--- src/include/decoder.svh ---
`ifndef DECODER_SVH
`define DECODER_SVH

// Group codes carried in grand_op
`define _ALU_GTYPE_LOG 2'd0
`define _ALU_GTYPE_INT 2'd1
`define _ALU_GTYPE_SFT 2'd2
`define _ALU_GTYPE_CMP 2'd3

// Logic group
`define _ALU_STYPE_NOR 2'd0
`define _ALU_STYPE_AND 2'd1
`define _ALU_STYPE_OR  2'd2
`define _ALU_STYPE_XOR 2'd3

// Arithmetic group
`define _ALU_STYPE_ADD   2'd0
`define _ALU_STYPE_MUL   2'd1
`define _ALU_STYPE_SUB   2'd2
`define _ALU_STYPE_PCADD 2'd3

// Shift group, code 3 decodes as SRA too
`define _ALU_STYPE_SLL 2'd0
`define _ALU_STYPE_SRL 2'd1
`define _ALU_STYPE_SRA 2'd2

// Compare group, bit 0 picks signed
`define _ALU_STYPE_SLTU 2'd0
`define _ALU_STYPE_SLT  2'd1

`endif

--- src/logic/exec_pkg.sv ---
package exec_pkg;

  // Data path width
  localparam int xlen = 32;

  // Execution lanes sharing the multiplier
  localparam int n_lanes = 2;

  // Tag carried with each product
  localparam int lane_id_w = 1;

  // Register stages after operand capture
  localparam int mul_stages = 2;

endpackage

--- src/logic/detachable_alu.sv ---
`timescale 1ns/10ps
`include "decoder.svh"

module detachable_alu import exec_pkg::*; #(
    parameter bit USE_LI  = 1,
    parameter bit USE_INT = 1,
    parameter bit USE_MUL = 0,
    parameter bit USE_SFT = 1,
    parameter bit USE_CMP = 1
  )(
    input  logic [xlen-1:0] mul_i,
    input  logic [xlen-1:0] r0_i,
    input  logic [xlen-1:0] r1_i,
    input  logic [xlen-1:0] pc_i,
    input  logic [1:0]      grand_op_i,
    input  logic [1:0]      op_i,

    output logic [xlen-1:0] res_o
  );

  logic [xlen-1:0] g_log;
  logic [xlen-1:0] g_int;
  logic [xlen-1:0] g_sft;
  logic [xlen-1:0] g_cmp;

  // Group field picks the result
  always_comb begin
    case (grand_op_i)
      `_ALU_GTYPE_LOG: begin
        res_o = g_log;
      end
      `_ALU_GTYPE_INT: begin
        res_o = g_int;
      end
      `_ALU_GTYPE_SFT: begin
        res_o = g_sft;
      end
      default: begin
        res_o = g_cmp;
      end
    endcase
  end

  if (USE_LI) begin : gen_log
    always_comb begin
      case (op_i)
        `_ALU_STYPE_NOR: begin
          g_log = ~(r1_i | r0_i);
        end
        `_ALU_STYPE_AND: begin
          g_log = r1_i & r0_i;
        end
        `_ALU_STYPE_OR: begin
          g_log = r1_i | r0_i;
        end
        default: begin
          g_log = r1_i ^ r0_i;
        end
      endcase
    end
  end
  else begin : gen_no_log
    assign g_log = '0;
  end

  if (USE_INT) begin : gen_int
    always_comb begin
      case (op_i)
        `_ALU_STYPE_ADD: begin
          g_int = r1_i + r0_i;
        end
        `_ALU_STYPE_SUB: begin
          g_int = r1_i - r0_i;
        end
        `_ALU_STYPE_PCADD: begin
          g_int = pc_i + r0_i;
        end
        default: begin
          g_int = USE_MUL ? mul_i : '0; // Product from the shared multiplier
        end
      endcase
    end
  end
  else if (USE_MUL) begin : gen_mul_only
    assign g_int = (op_i == `_ALU_STYPE_MUL) ? mul_i : '0;
  end
  else begin : gen_no_int
    assign g_int = '0;
  end

  if (USE_SFT) begin : gen_sft
    always_comb begin
      case (op_i)
        `_ALU_STYPE_SLL: begin
          g_sft = r1_i << r0_i[4:0];
        end
        `_ALU_STYPE_SRL: begin
          g_sft = r1_i >> r0_i[4:0];
        end
        default: begin
          g_sft = $unsigned($signed(r1_i) >>> r0_i[4:0]);
        end
      endcase
    end
  end
  else begin : gen_no_sft
    assign g_sft = '0;
  end

  if (USE_CMP) begin : gen_cmp
    logic        sgn;
    logic [xlen:0] cmp_a;
    logic [xlen:0] cmp_b;
    logic        lt;

    // Extra top bit is sign for SLT, zero for SLTU
    assign sgn   = op_i[0];
    assign cmp_a = {sgn & r1_i[xlen-1], r1_i};
    assign cmp_b = {sgn & r0_i[xlen-1], r0_i};
    assign lt    = $signed(cmp_a) < $signed(cmp_b);
    assign g_cmp = {{(xlen-1){1'b0}}, lt};
  end
  else begin : gen_no_cmp
    assign g_cmp = '0;
  end

endmodule

--- src/logic/mul_arbiter.sv ---
`timescale 1ns/10ps

module mul_arbiter import exec_pkg::*; (
    input  logic               clk,
    input  logic               rst_i,
    input  logic [n_lanes-1:0] req_i,

    output logic [n_lanes-1:0] gnt_o
  );

  logic last_q; // Lane that won the previous grant

  // Lane 0 wins a tie unless it won last time
  always_comb begin
    gnt_o = '0;
    if (req_i[0] && req_i[1]) begin
      if (last_q) begin
        gnt_o[0] = 1'b1;
      end
      else begin
        gnt_o[1] = 1'b1;
      end
    end
    else if (req_i[0]) begin
      gnt_o[0] = 1'b1;
    end
    else if (req_i[1]) begin
      gnt_o[1] = 1'b1;
    end
  end

  always_ff @(posedge clk) begin
    if (rst_i) begin
      last_q <= 1'b1; // Lane 0 first after reset
    end
    else if (|gnt_o) begin
      last_q <= gnt_o[1];
    end
  end

endmodule

--- src/logic/shared_multiplier.sv ---
`timescale 1ns/10ps

module shared_multiplier import exec_pkg::*; (
    input  logic                 clk,
    input  logic                 rst_i,
    input  logic [n_lanes-1:0]   gnt_i,
    input  logic [xlen-1:0]      a0_i,
    input  logic [xlen-1:0]      b0_i,
    input  logic [xlen-1:0]      a1_i,
    input  logic [xlen-1:0]      b1_i,

    output logic                 prod_valid_o,
    output logic [lane_id_w-1:0] prod_id_o,
    output logic [xlen-1:0]      prod_o
  );

  logic [lane_id_w-1:0] gnt_id;
  logic                 cap_valid_q;
  logic [lane_id_w-1:0] cap_id_q;
  logic [xlen-1:0]      cap_a_q;
  logic [xlen-1:0]      cap_b_q;
  logic [xlen-1:0]      pp_lo_q;
  logic [xlen-1:0]      pp_hi_q;
  logic [xlen-1:0]      prod_q;
  logic [mul_stages-1:0] vld_q;
  logic [lane_id_w-1:0] id_q [mul_stages];

  // One-hot grant to lane tag
  always_comb begin
    gnt_id = '0;
    for (int i = 0; i < n_lanes; i++) begin
      if (gnt_i[i]) begin
        gnt_id = lane_id_w'(i);
      end
    end
  end

  always_ff @(posedge clk) begin
    if (rst_i) begin
      cap_valid_q <= 1'b0;
      vld_q       <= '0;
    end
    else begin
      cap_valid_q <= |gnt_i;
      vld_q       <= {vld_q[mul_stages-2:0], cap_valid_q};
    end
  end

  always_ff @(posedge clk) begin
    cap_a_q  <= gnt_i[1] ? a1_i : a0_i;
    cap_b_q  <= gnt_i[1] ? b1_i : b0_i;
    cap_id_q <= gnt_id;
    // Low word only, split on the halves of b
    pp_lo_q  <= cap_a_q * cap_b_q[xlen/2-1:0];
    pp_hi_q  <= cap_a_q * cap_b_q[xlen-1:xlen/2];
    prod_q   <= pp_lo_q + (pp_hi_q << (xlen / 2));
    id_q[0]  <= cap_id_q;
    for (int i = 1; i < mul_stages; i++) begin
      id_q[i] <= id_q[i-1];
    end
  end

  assign prod_valid_o = vld_q[mul_stages-1];
  assign prod_id_o    = id_q[mul_stages-1];
  assign prod_o       = prod_q;

endmodule

--- src/logic/exec_lane.sv ---
`timescale 1ns/10ps
`include "decoder.svh"

module exec_lane import exec_pkg::*; #(
    parameter bit USE_LI  = 1,
    parameter bit USE_INT = 1,
    parameter bit USE_MUL = 1,
    parameter bit USE_SFT = 1,
    parameter bit USE_CMP = 1,
    parameter int LANE_ID = 0
  )(
    input  logic                 clk,
    input  logic                 rst_i,
    input  logic                 valid_i,
    input  logic [1:0]           grand_op_i,
    input  logic [1:0]           op_i,
    input  logic [xlen-1:0]      r0_i,
    input  logic [xlen-1:0]      r1_i,
    input  logic [xlen-1:0]      pc_i,
    input  logic                 gnt_i,
    input  logic                 prod_valid_i,
    input  logic [lane_id_w-1:0] prod_id_i,
    input  logic [xlen-1:0]      prod_i,

    output logic                 mul_req_o,
    output logic [xlen-1:0]      mul_a_o,
    output logic [xlen-1:0]      mul_b_o,
    output logic                 valid_o,
    output logic [xlen-1:0]      res_o,
    output logic                 busy_o
  );

  logic            issue;
  logic            is_mul;
  logic            mul_done;
  logic            busy_q;
  logic            req_q;
  logic            valid_q;
  logic [xlen-1:0] res_q;
  logic [xlen-1:0] pend_a_q;
  logic [xlen-1:0] pend_b_q;
  logic [xlen-1:0] alu_res;
  logic [1:0]      alu_gop;
  logic [1:0]      alu_op;

  assign issue    = valid_i && !busy_q;
  assign is_mul   = USE_MUL && (grand_op_i == `_ALU_GTYPE_INT) && (op_i == `_ALU_STYPE_MUL);
  assign mul_done = busy_q && !req_q && prod_valid_i && (prod_id_i == lane_id_w'(LANE_ID));

  // While a multiply is pending the ALU only passes the product
  assign alu_gop = busy_q ? `_ALU_GTYPE_INT : grand_op_i;
  assign alu_op  = busy_q ? `_ALU_STYPE_MUL : op_i;

  detachable_alu #(
    .USE_LI  (USE_LI),
    .USE_INT (USE_INT),
    .USE_MUL (USE_MUL),
    .USE_SFT (USE_SFT),
    .USE_CMP (USE_CMP)
  ) u_alu (
    .mul_i      (prod_i),
    .r0_i       (r0_i),
    .r1_i       (r1_i),
    .pc_i       (pc_i),
    .grand_op_i (alu_gop),
    .op_i       (alu_op),
    .res_o      (alu_res)
  );

  always_ff @(posedge clk) begin
    if (rst_i) begin
      busy_q  <= 1'b0;
      req_q   <= 1'b0;
      valid_q <= 1'b0;
    end
    else begin
      valid_q <= (issue && !is_mul) || mul_done;
      if (issue && is_mul) begin
        busy_q <= 1'b1;
        req_q  <= 1'b1;
      end
      else begin
        if (req_q && gnt_i) begin
          req_q <= 1'b0; // Operands taken by the multiplier
        end
        if (mul_done) begin
          busy_q <= 1'b0;
        end
      end
    end
  end

  always_ff @(posedge clk) begin
    if (issue && is_mul) begin
      pend_a_q <= r0_i;
      pend_b_q <= r1_i;
    end
    if ((issue && !is_mul) || mul_done) begin
      res_q <= alu_res;
    end
  end

  assign mul_req_o = req_q;
  assign mul_a_o   = pend_a_q;
  assign mul_b_o   = pend_b_q;
  assign valid_o   = valid_q;
  assign res_o     = res_q;
  assign busy_o    = busy_q;

endmodule

--- src/logic/exec_cluster.sv ---
`timescale 1ns/10ps

module exec_cluster import exec_pkg::*; (
    input  logic            clk,
    input  logic            rst_i,

    input  logic            lane0_valid_i,
    input  logic [1:0]      lane0_grand_op_i,
    input  logic [1:0]      lane0_op_i,
    input  logic [xlen-1:0] lane0_r0_i,
    input  logic [xlen-1:0] lane0_r1_i,
    input  logic [xlen-1:0] lane0_pc_i,
    output logic            lane0_valid_o,
    output logic [xlen-1:0] lane0_res_o,
    output logic            lane0_busy_o,

    input  logic            lane1_valid_i,
    input  logic [1:0]      lane1_grand_op_i,
    input  logic [1:0]      lane1_op_i,
    input  logic [xlen-1:0] lane1_r0_i,
    input  logic [xlen-1:0] lane1_r1_i,
    input  logic [xlen-1:0] lane1_pc_i,
    output logic            lane1_valid_o,
    output logic [xlen-1:0] lane1_res_o,
    output logic            lane1_busy_o
  );

  logic [n_lanes-1:0]   mul_req;
  logic [n_lanes-1:0]   mul_gnt;
  logic [xlen-1:0]      mul_a0;
  logic [xlen-1:0]      mul_b0;
  logic [xlen-1:0]      mul_a1;
  logic [xlen-1:0]      mul_b1;
  logic                 prod_valid;
  logic [lane_id_w-1:0] prod_id;
  logic [xlen-1:0]      prod;

  exec_lane #(.LANE_ID(0)) u_lane0 (
    .clk          (clk),
    .rst_i        (rst_i),
    .valid_i      (lane0_valid_i),
    .grand_op_i   (lane0_grand_op_i),
    .op_i         (lane0_op_i),
    .r0_i         (lane0_r0_i),
    .r1_i         (lane0_r1_i),
    .pc_i         (lane0_pc_i),
    .gnt_i        (mul_gnt[0]),
    .prod_valid_i (prod_valid),
    .prod_id_i    (prod_id),
    .prod_i       (prod),
    .mul_req_o    (mul_req[0]),
    .mul_a_o      (mul_a0),
    .mul_b_o      (mul_b0),
    .valid_o      (lane0_valid_o),
    .res_o        (lane0_res_o),
    .busy_o       (lane0_busy_o)
  );

  // No shifter in lane 1
  exec_lane #(.USE_SFT(1'b0), .LANE_ID(1)) u_lane1 (
    .clk          (clk),
    .rst_i        (rst_i),
    .valid_i      (lane1_valid_i),
    .grand_op_i   (lane1_grand_op_i),
    .op_i         (lane1_op_i),
    .r0_i         (lane1_r0_i),
    .r1_i         (lane1_r1_i),
    .pc_i         (lane1_pc_i),
    .gnt_i        (mul_gnt[1]),
    .prod_valid_i (prod_valid),
    .prod_id_i    (prod_id),
    .prod_i       (prod),
    .mul_req_o    (mul_req[1]),
    .mul_a_o      (mul_a1),
    .mul_b_o      (mul_b1),
    .valid_o      (lane1_valid_o),
    .res_o        (lane1_res_o),
    .busy_o       (lane1_busy_o)
  );

  mul_arbiter u_arb (
    .clk   (clk),
    .rst_i (rst_i),
    .req_i (mul_req),
    .gnt_o (mul_gnt)
  );

  shared_multiplier u_mul (
    .clk          (clk),
    .rst_i        (rst_i),
    .gnt_i        (mul_gnt),
    .a0_i         (mul_a0),
    .b0_i         (mul_b0),
    .a1_i         (mul_a1),
    .b1_i         (mul_b1),
    .prod_valid_o (prod_valid),
    .prod_id_o    (prod_id),
    .prod_o       (prod)
  );

endmodule

--- config.mk ---
export PLATFORM = sky130hd
export DESIGN_NAME = exec_cluster
export DESIGN_NICKNAME = d
export VERILOG_FILES = /design/src/logic/exec_pkg.sv /design/src/logic/detachable_alu.sv /design/src/logic/mul_arbiter.sv /design/src/logic/shared_multiplier.sv /design/src/logic/exec_lane.sv /design/src/logic/exec_cluster.sv
export VERILOG_INCLUDE_DIRS = /design/src /design/src/include
export SDC_FILE = /design/constraint.sdc
export NUM_CORES = 2
export LEC_CHECK = 0
export CORE_MARGIN = 2
export CORE_UTILIZATION = 65
export CTS_BUF_LIST = sky130_fd_sc_hd__clkbuf_4 sky130_fd_sc_hd__clkbuf_8
export CTS_CLUSTER_SIZE = 25
export DETAILED_ROUTE_END_ITERATION = 8
export DONT_BUFFER_PORTS = 1
export PLACE_DENSITY = 0.81
export SYNTH_ARGS = -nofsm -noshare
export SYNTH_HDL_FRONTEND = slang
export SYNTH_SLANG_ARGS = --single-unit
--- constraint.sdc ---
create_clock -name clk -period 14 [get_ports clk]
set_input_delay 0.7 -clock clk [delete_from_list [all_inputs] [get_ports clk]]
set_output_delay 0.7 -clock clk [all_outputs]
set_load 0.02 [all_outputs]
==> results.tsv <==
stage	metric	value	unit
route	DRT antenna net count	0	
cells_and_area	layout cell share with drive strength beyond 1	6.71	%
clock_network	Post-CTS Resized	0	
clock_network	H-tree depth	3	
min_path	WHS Path Cells	1	
global_routing	global route total overflow	0	
synth	Synth cell types	81	
place	IO buf count	0	
floorplan	I/O Pins	272	
global_routing	largest net degree at the start of global routing	81	
status	status	finished clean	
sta	RSZ-0062 raised after global routing	false	
synth	Post-synth ARST share	0	%
clock_network	CTS Hold Bufs	0	
clock_network	clk_lat worst skew	0.68	ns
synth	Mapped Cells	4766	
place	Final GP Congestion	1.06	
setup_path	reg2reg path depth	22	
route	drt wl/cell	27.0	um
global_routing	GR Util All Layers	44.8	%
synth	Avg Cell Area, Syn	8.81	um2
clock_network	CTS clk-pin slew, worst paths	0.07	ns
global_routing	initial antenna violation count	17	
setup_path	kind of start point of the critical path	register	
floorplan	Core Rows	93	
sta	Final Skew	0.0347	ns
global_routing	global-route wire length before repair	222000	um
cells_and_area	P&R area growth vs syn	4.74	%
route	DRT Pass-1 Iters	9	
min_path	Hold EP	u_lane1.busy_o$_SDFFE_PP0P_	
place	final HPWL from detailed placement	114000	um
floorplan	Die Height	258	um
sta	TNS Setup	0	ns
clock_network	TritonCTS buffer count	66	
floorplan	die area	0.0667	mm2
sta	endpoints failing setup	0	
synth	Yosys reg bits	349	
clock_network	Clock Tree Root	clkbuf_8	
setup_path	worst reg2reg setup slack	6.73	ns
min_path	HP Class	in2reg	
floorplan	starting density of the core	65.5	%
clock_network	CTS tree	done	
sta	Hold Violations, Final	0	
route	Initial DRC Count	4490	
cells_and_area	nets	5621	
sta	Max Slew Vio Count	0	
synth	YS warnings	0	
clock_network	CTS Buffer Depth	3	
sta	crit path time final	7.27	ns
clock_network	setup bufs post-CTS	0	
synth	top post-synthesis cells by area	fa_1 19%, edfxtp_1 14%, ha_1 12%	
synth	Synth Cell Area	0.0420	mm2
min_path	min-delay src	rst_i	
power_and_ir_drop	peak supply drop	0.0790	mV
flow_run	Max-cap violations	0	
power_and_ir_drop	P_leak	19.5	nW
sta	Rel. slew slack	22.4	%
synth	Seq/Total Area, Yosys	21.2	%
synth	top_reg_cell synth	edfxtp_1	
synth	Syn Nets	5753	
global_routing	vias in the first global route	35600	
setup_path	Setup CP Type	reg2reg	
setup_path	Worst setup EP type	register	
synth	post-synth top area share	18.5	%
route	DRC errors left	0	
cells_and_area	Fill cells	5160	
setup_path	reg-to-reg endpoint	u_mul.pp_lo_q[30]$_DFF_P_	
setup_path	crit-path max FO	27	
floorplan	Die X-Extent	258	um
floorplan	core area	0.0641	mm2
synth	post-synth top area cell	fa_1	
setup_path	Worst Path Required	14.53	ns
sta	fmax	137	MHz
route	via/cell ratio	6.55	
setup_path	worst r2r src	u_mul.cap_b_q[5]$_DFF_P_	
route	final WL	150000	um
setup_path	WP data arrival	7.80	ns
synth	Post-synth EDFFs	192	
clock_network	Clock Sinks	349	
route	routed vias	36300	
power_and_ir_drop	Cell Pwr Density	117	mW/mm2
sta	Slew @ Worst Pin	1.15	ns
sta	fin crit share	52.0	%
power_and_ir_drop	Design Power	5.13	mW
==> cell usage after synthesis (all sizes together) (27+ instances only) <==
library cell    n
inv           671
nand2         587
ha            394
fa            389
o21ai         285
nor2          277
a21oi         268
and2          207
clkbuf        205
edfxtp        192
dfxtp         157
xnor2         157
mux2i          82
mux2           70
a221oi         58
mux4           54
nor3           50
xor2           50
nor2b          44
o22ai          44
buf            42
a21o           37
nand3          37
o221ai         33
a211oi         29
nand2b         27
==> through the flow <==
step | utilization [%] | hold slack, ns | worst slack (ns) | instance area [um2] | instances
2_1_floorplan | - | 0.310 | 7.91 | 42000 | 4766
3_3_place_gp | 66.3 | 0.311 | 6.96 | 42500 | 5421
3_5_place_dp | 66.3 | 0.317 | 6.73 | 42500 | 5421
4_1_cts | 68.6 | 0.0614 | 6.72 | 44000 | 5538
5_1_grt | 68.6 | 0.0599 | 6.23 | 44000 | 5540
6_report | 68.6 | 0.0923 | 6.73 | 44000 | 5546
==> routing by layer <==
layer	part of all wire, %	vias up	track usage (%)	routed length (um)
met5	0.15	-	1.35	230
li1	-	15700	-	-
met3	13	571	14.0	20000
met2	43	2469	67.0	64400
met1	36	17500	56.7	53900
met4	7.4	20	27.8	11100
==> layout make-up <==
| class | instances | area (um2) | share of cell area [%] |
|---|---|---|---|
| repair buffers | 47 | 353 | 0.802 |
| well taps | 855 | 1070 | 2.43 |
| clock buffers | 85 | 1090 | 2.47 |
| diodes | 8 | 20.0 | 0.0455 |
| flip-flops and latches | 349 | 8910 | 20.2 |
| clock inverters | 32 | 397 | 0.901 |
| inverters | 673 | 2530 | 5.74 |
| multi-input cells | 3497 | 29600 | 67.4 |
==> sequential cells by signal, indices dropped and copies added, names as in the netlist, 2 cells and up <==
register	count
u_lane0.mul_a_o	32
u_lane0.mul_b_o	32
u_lane0.res_o	32
u_lane1.mul_a_o	32
u_lane1.mul_b_o	32
u_lane1.res_o	32
u_mul.cap_a_q	32
u_mul.cap_b_q	32
u_mul.pp_lo_q	32
u_mul.prod_o	32
u_mul.pp_hi_q	16
u_mul.id_q	2
u_mul.vld_q	2
==> where the power goes <==
part           leakage, nW  switching, mW  internal [mW]  total [mW]
Clock                0.772          0.497          0.665        1.16
Sequential            3.12          0.241           1.25        1.49
Combinational         15.6           1.46           1.02        2.48
Total                 19.5           2.20           2.93        5.13
==> how the worst max path moves through the flow <==
| stage | start | end | cells after the start |
|---|---|---|---|
| 5_1_grt | u_mul.cap_b_q[5]$_DFF_P_ | u_mul.pp_lo_q[30]$_DFF_P_ | 22 |
| 2_1_floorplan | u_mul.cap_b_q[3]$_DFF_P_ | u_mul.pp_lo_q[31]$_DFF_P_ | 23 |
| 3_5_place_dp | u_mul.cap_b_q[5]$_DFF_P_ | u_mul.pp_lo_q[30]$_DFF_P_ | 22 |
| 6_report | u_mul.cap_b_q[5]$_DFF_P_ | u_mul.pp_lo_q[30]$_DFF_P_ | 22 |
| 4_1_cts | u_mul.cap_b_q[5]$_DFF_P_ | u_mul.pp_lo_q[30]$_DFF_P_ | 22 |
| 3_3_place_gp | u_mul.cap_b_q[4]$_DFF_P_ | u_mul.pp_lo_q[30]$_DFF_P_ | 22 |
==> worst max-delay path: stages, from the launching register on <==
cell      delay (ns)
dfxtp_1         0.98
and2_1          0.26
fa_1            0.41
inv_1           0.08
fa_1            0.43
fa_1            0.51
inv_1           0.06
fa_1            0.51
fa_1            0.50
inv_1           0.05
fa_1            0.48
inv_1           0.04
ha_1            0.34
a21oi_1         0.16
o21ai_0         0.20
nor4b_1         0.33
a21oi_1         0.07
o311a_1         0.16
o31ai_1         0.63
o221ai_1        0.37
o22ai_1         0.26
o21ai_0         0.13
xor2_1          0.15
==> logic make-up after synthesis <==
logic type | share of synthesized area, %
and+or+nand+nor | 14.2
AOI/OAI and AO/OA | 15.0
buffers and inverters | 8.30
adders and majority gates | 30.3
DFF | 21.2
xor gates and xnor gates | 4.32
muxes | 6.73
==> cells in the final DEF, fill, tap and decap left out, types with 44 or more instances in the layout <==
master,count
a21oi_1,268
nor2b_1,44
inv_1,667
xnor2_1,157
mux2_2,69
ha_1,387
nand2_1,587
a221oi_1,58
nor2_1,276
mux4_2,54
o21ai_0,283
fa_1,389
dfxtp_1,157
and2_1,206
xor2_1,50
clkbuf_8,72
nor3_1,50
buf_4,47
o22ai_1,44
mux2i_1,82
edfxtp_1,192
No activity file was read; power rests on OpenSTA's default activity.
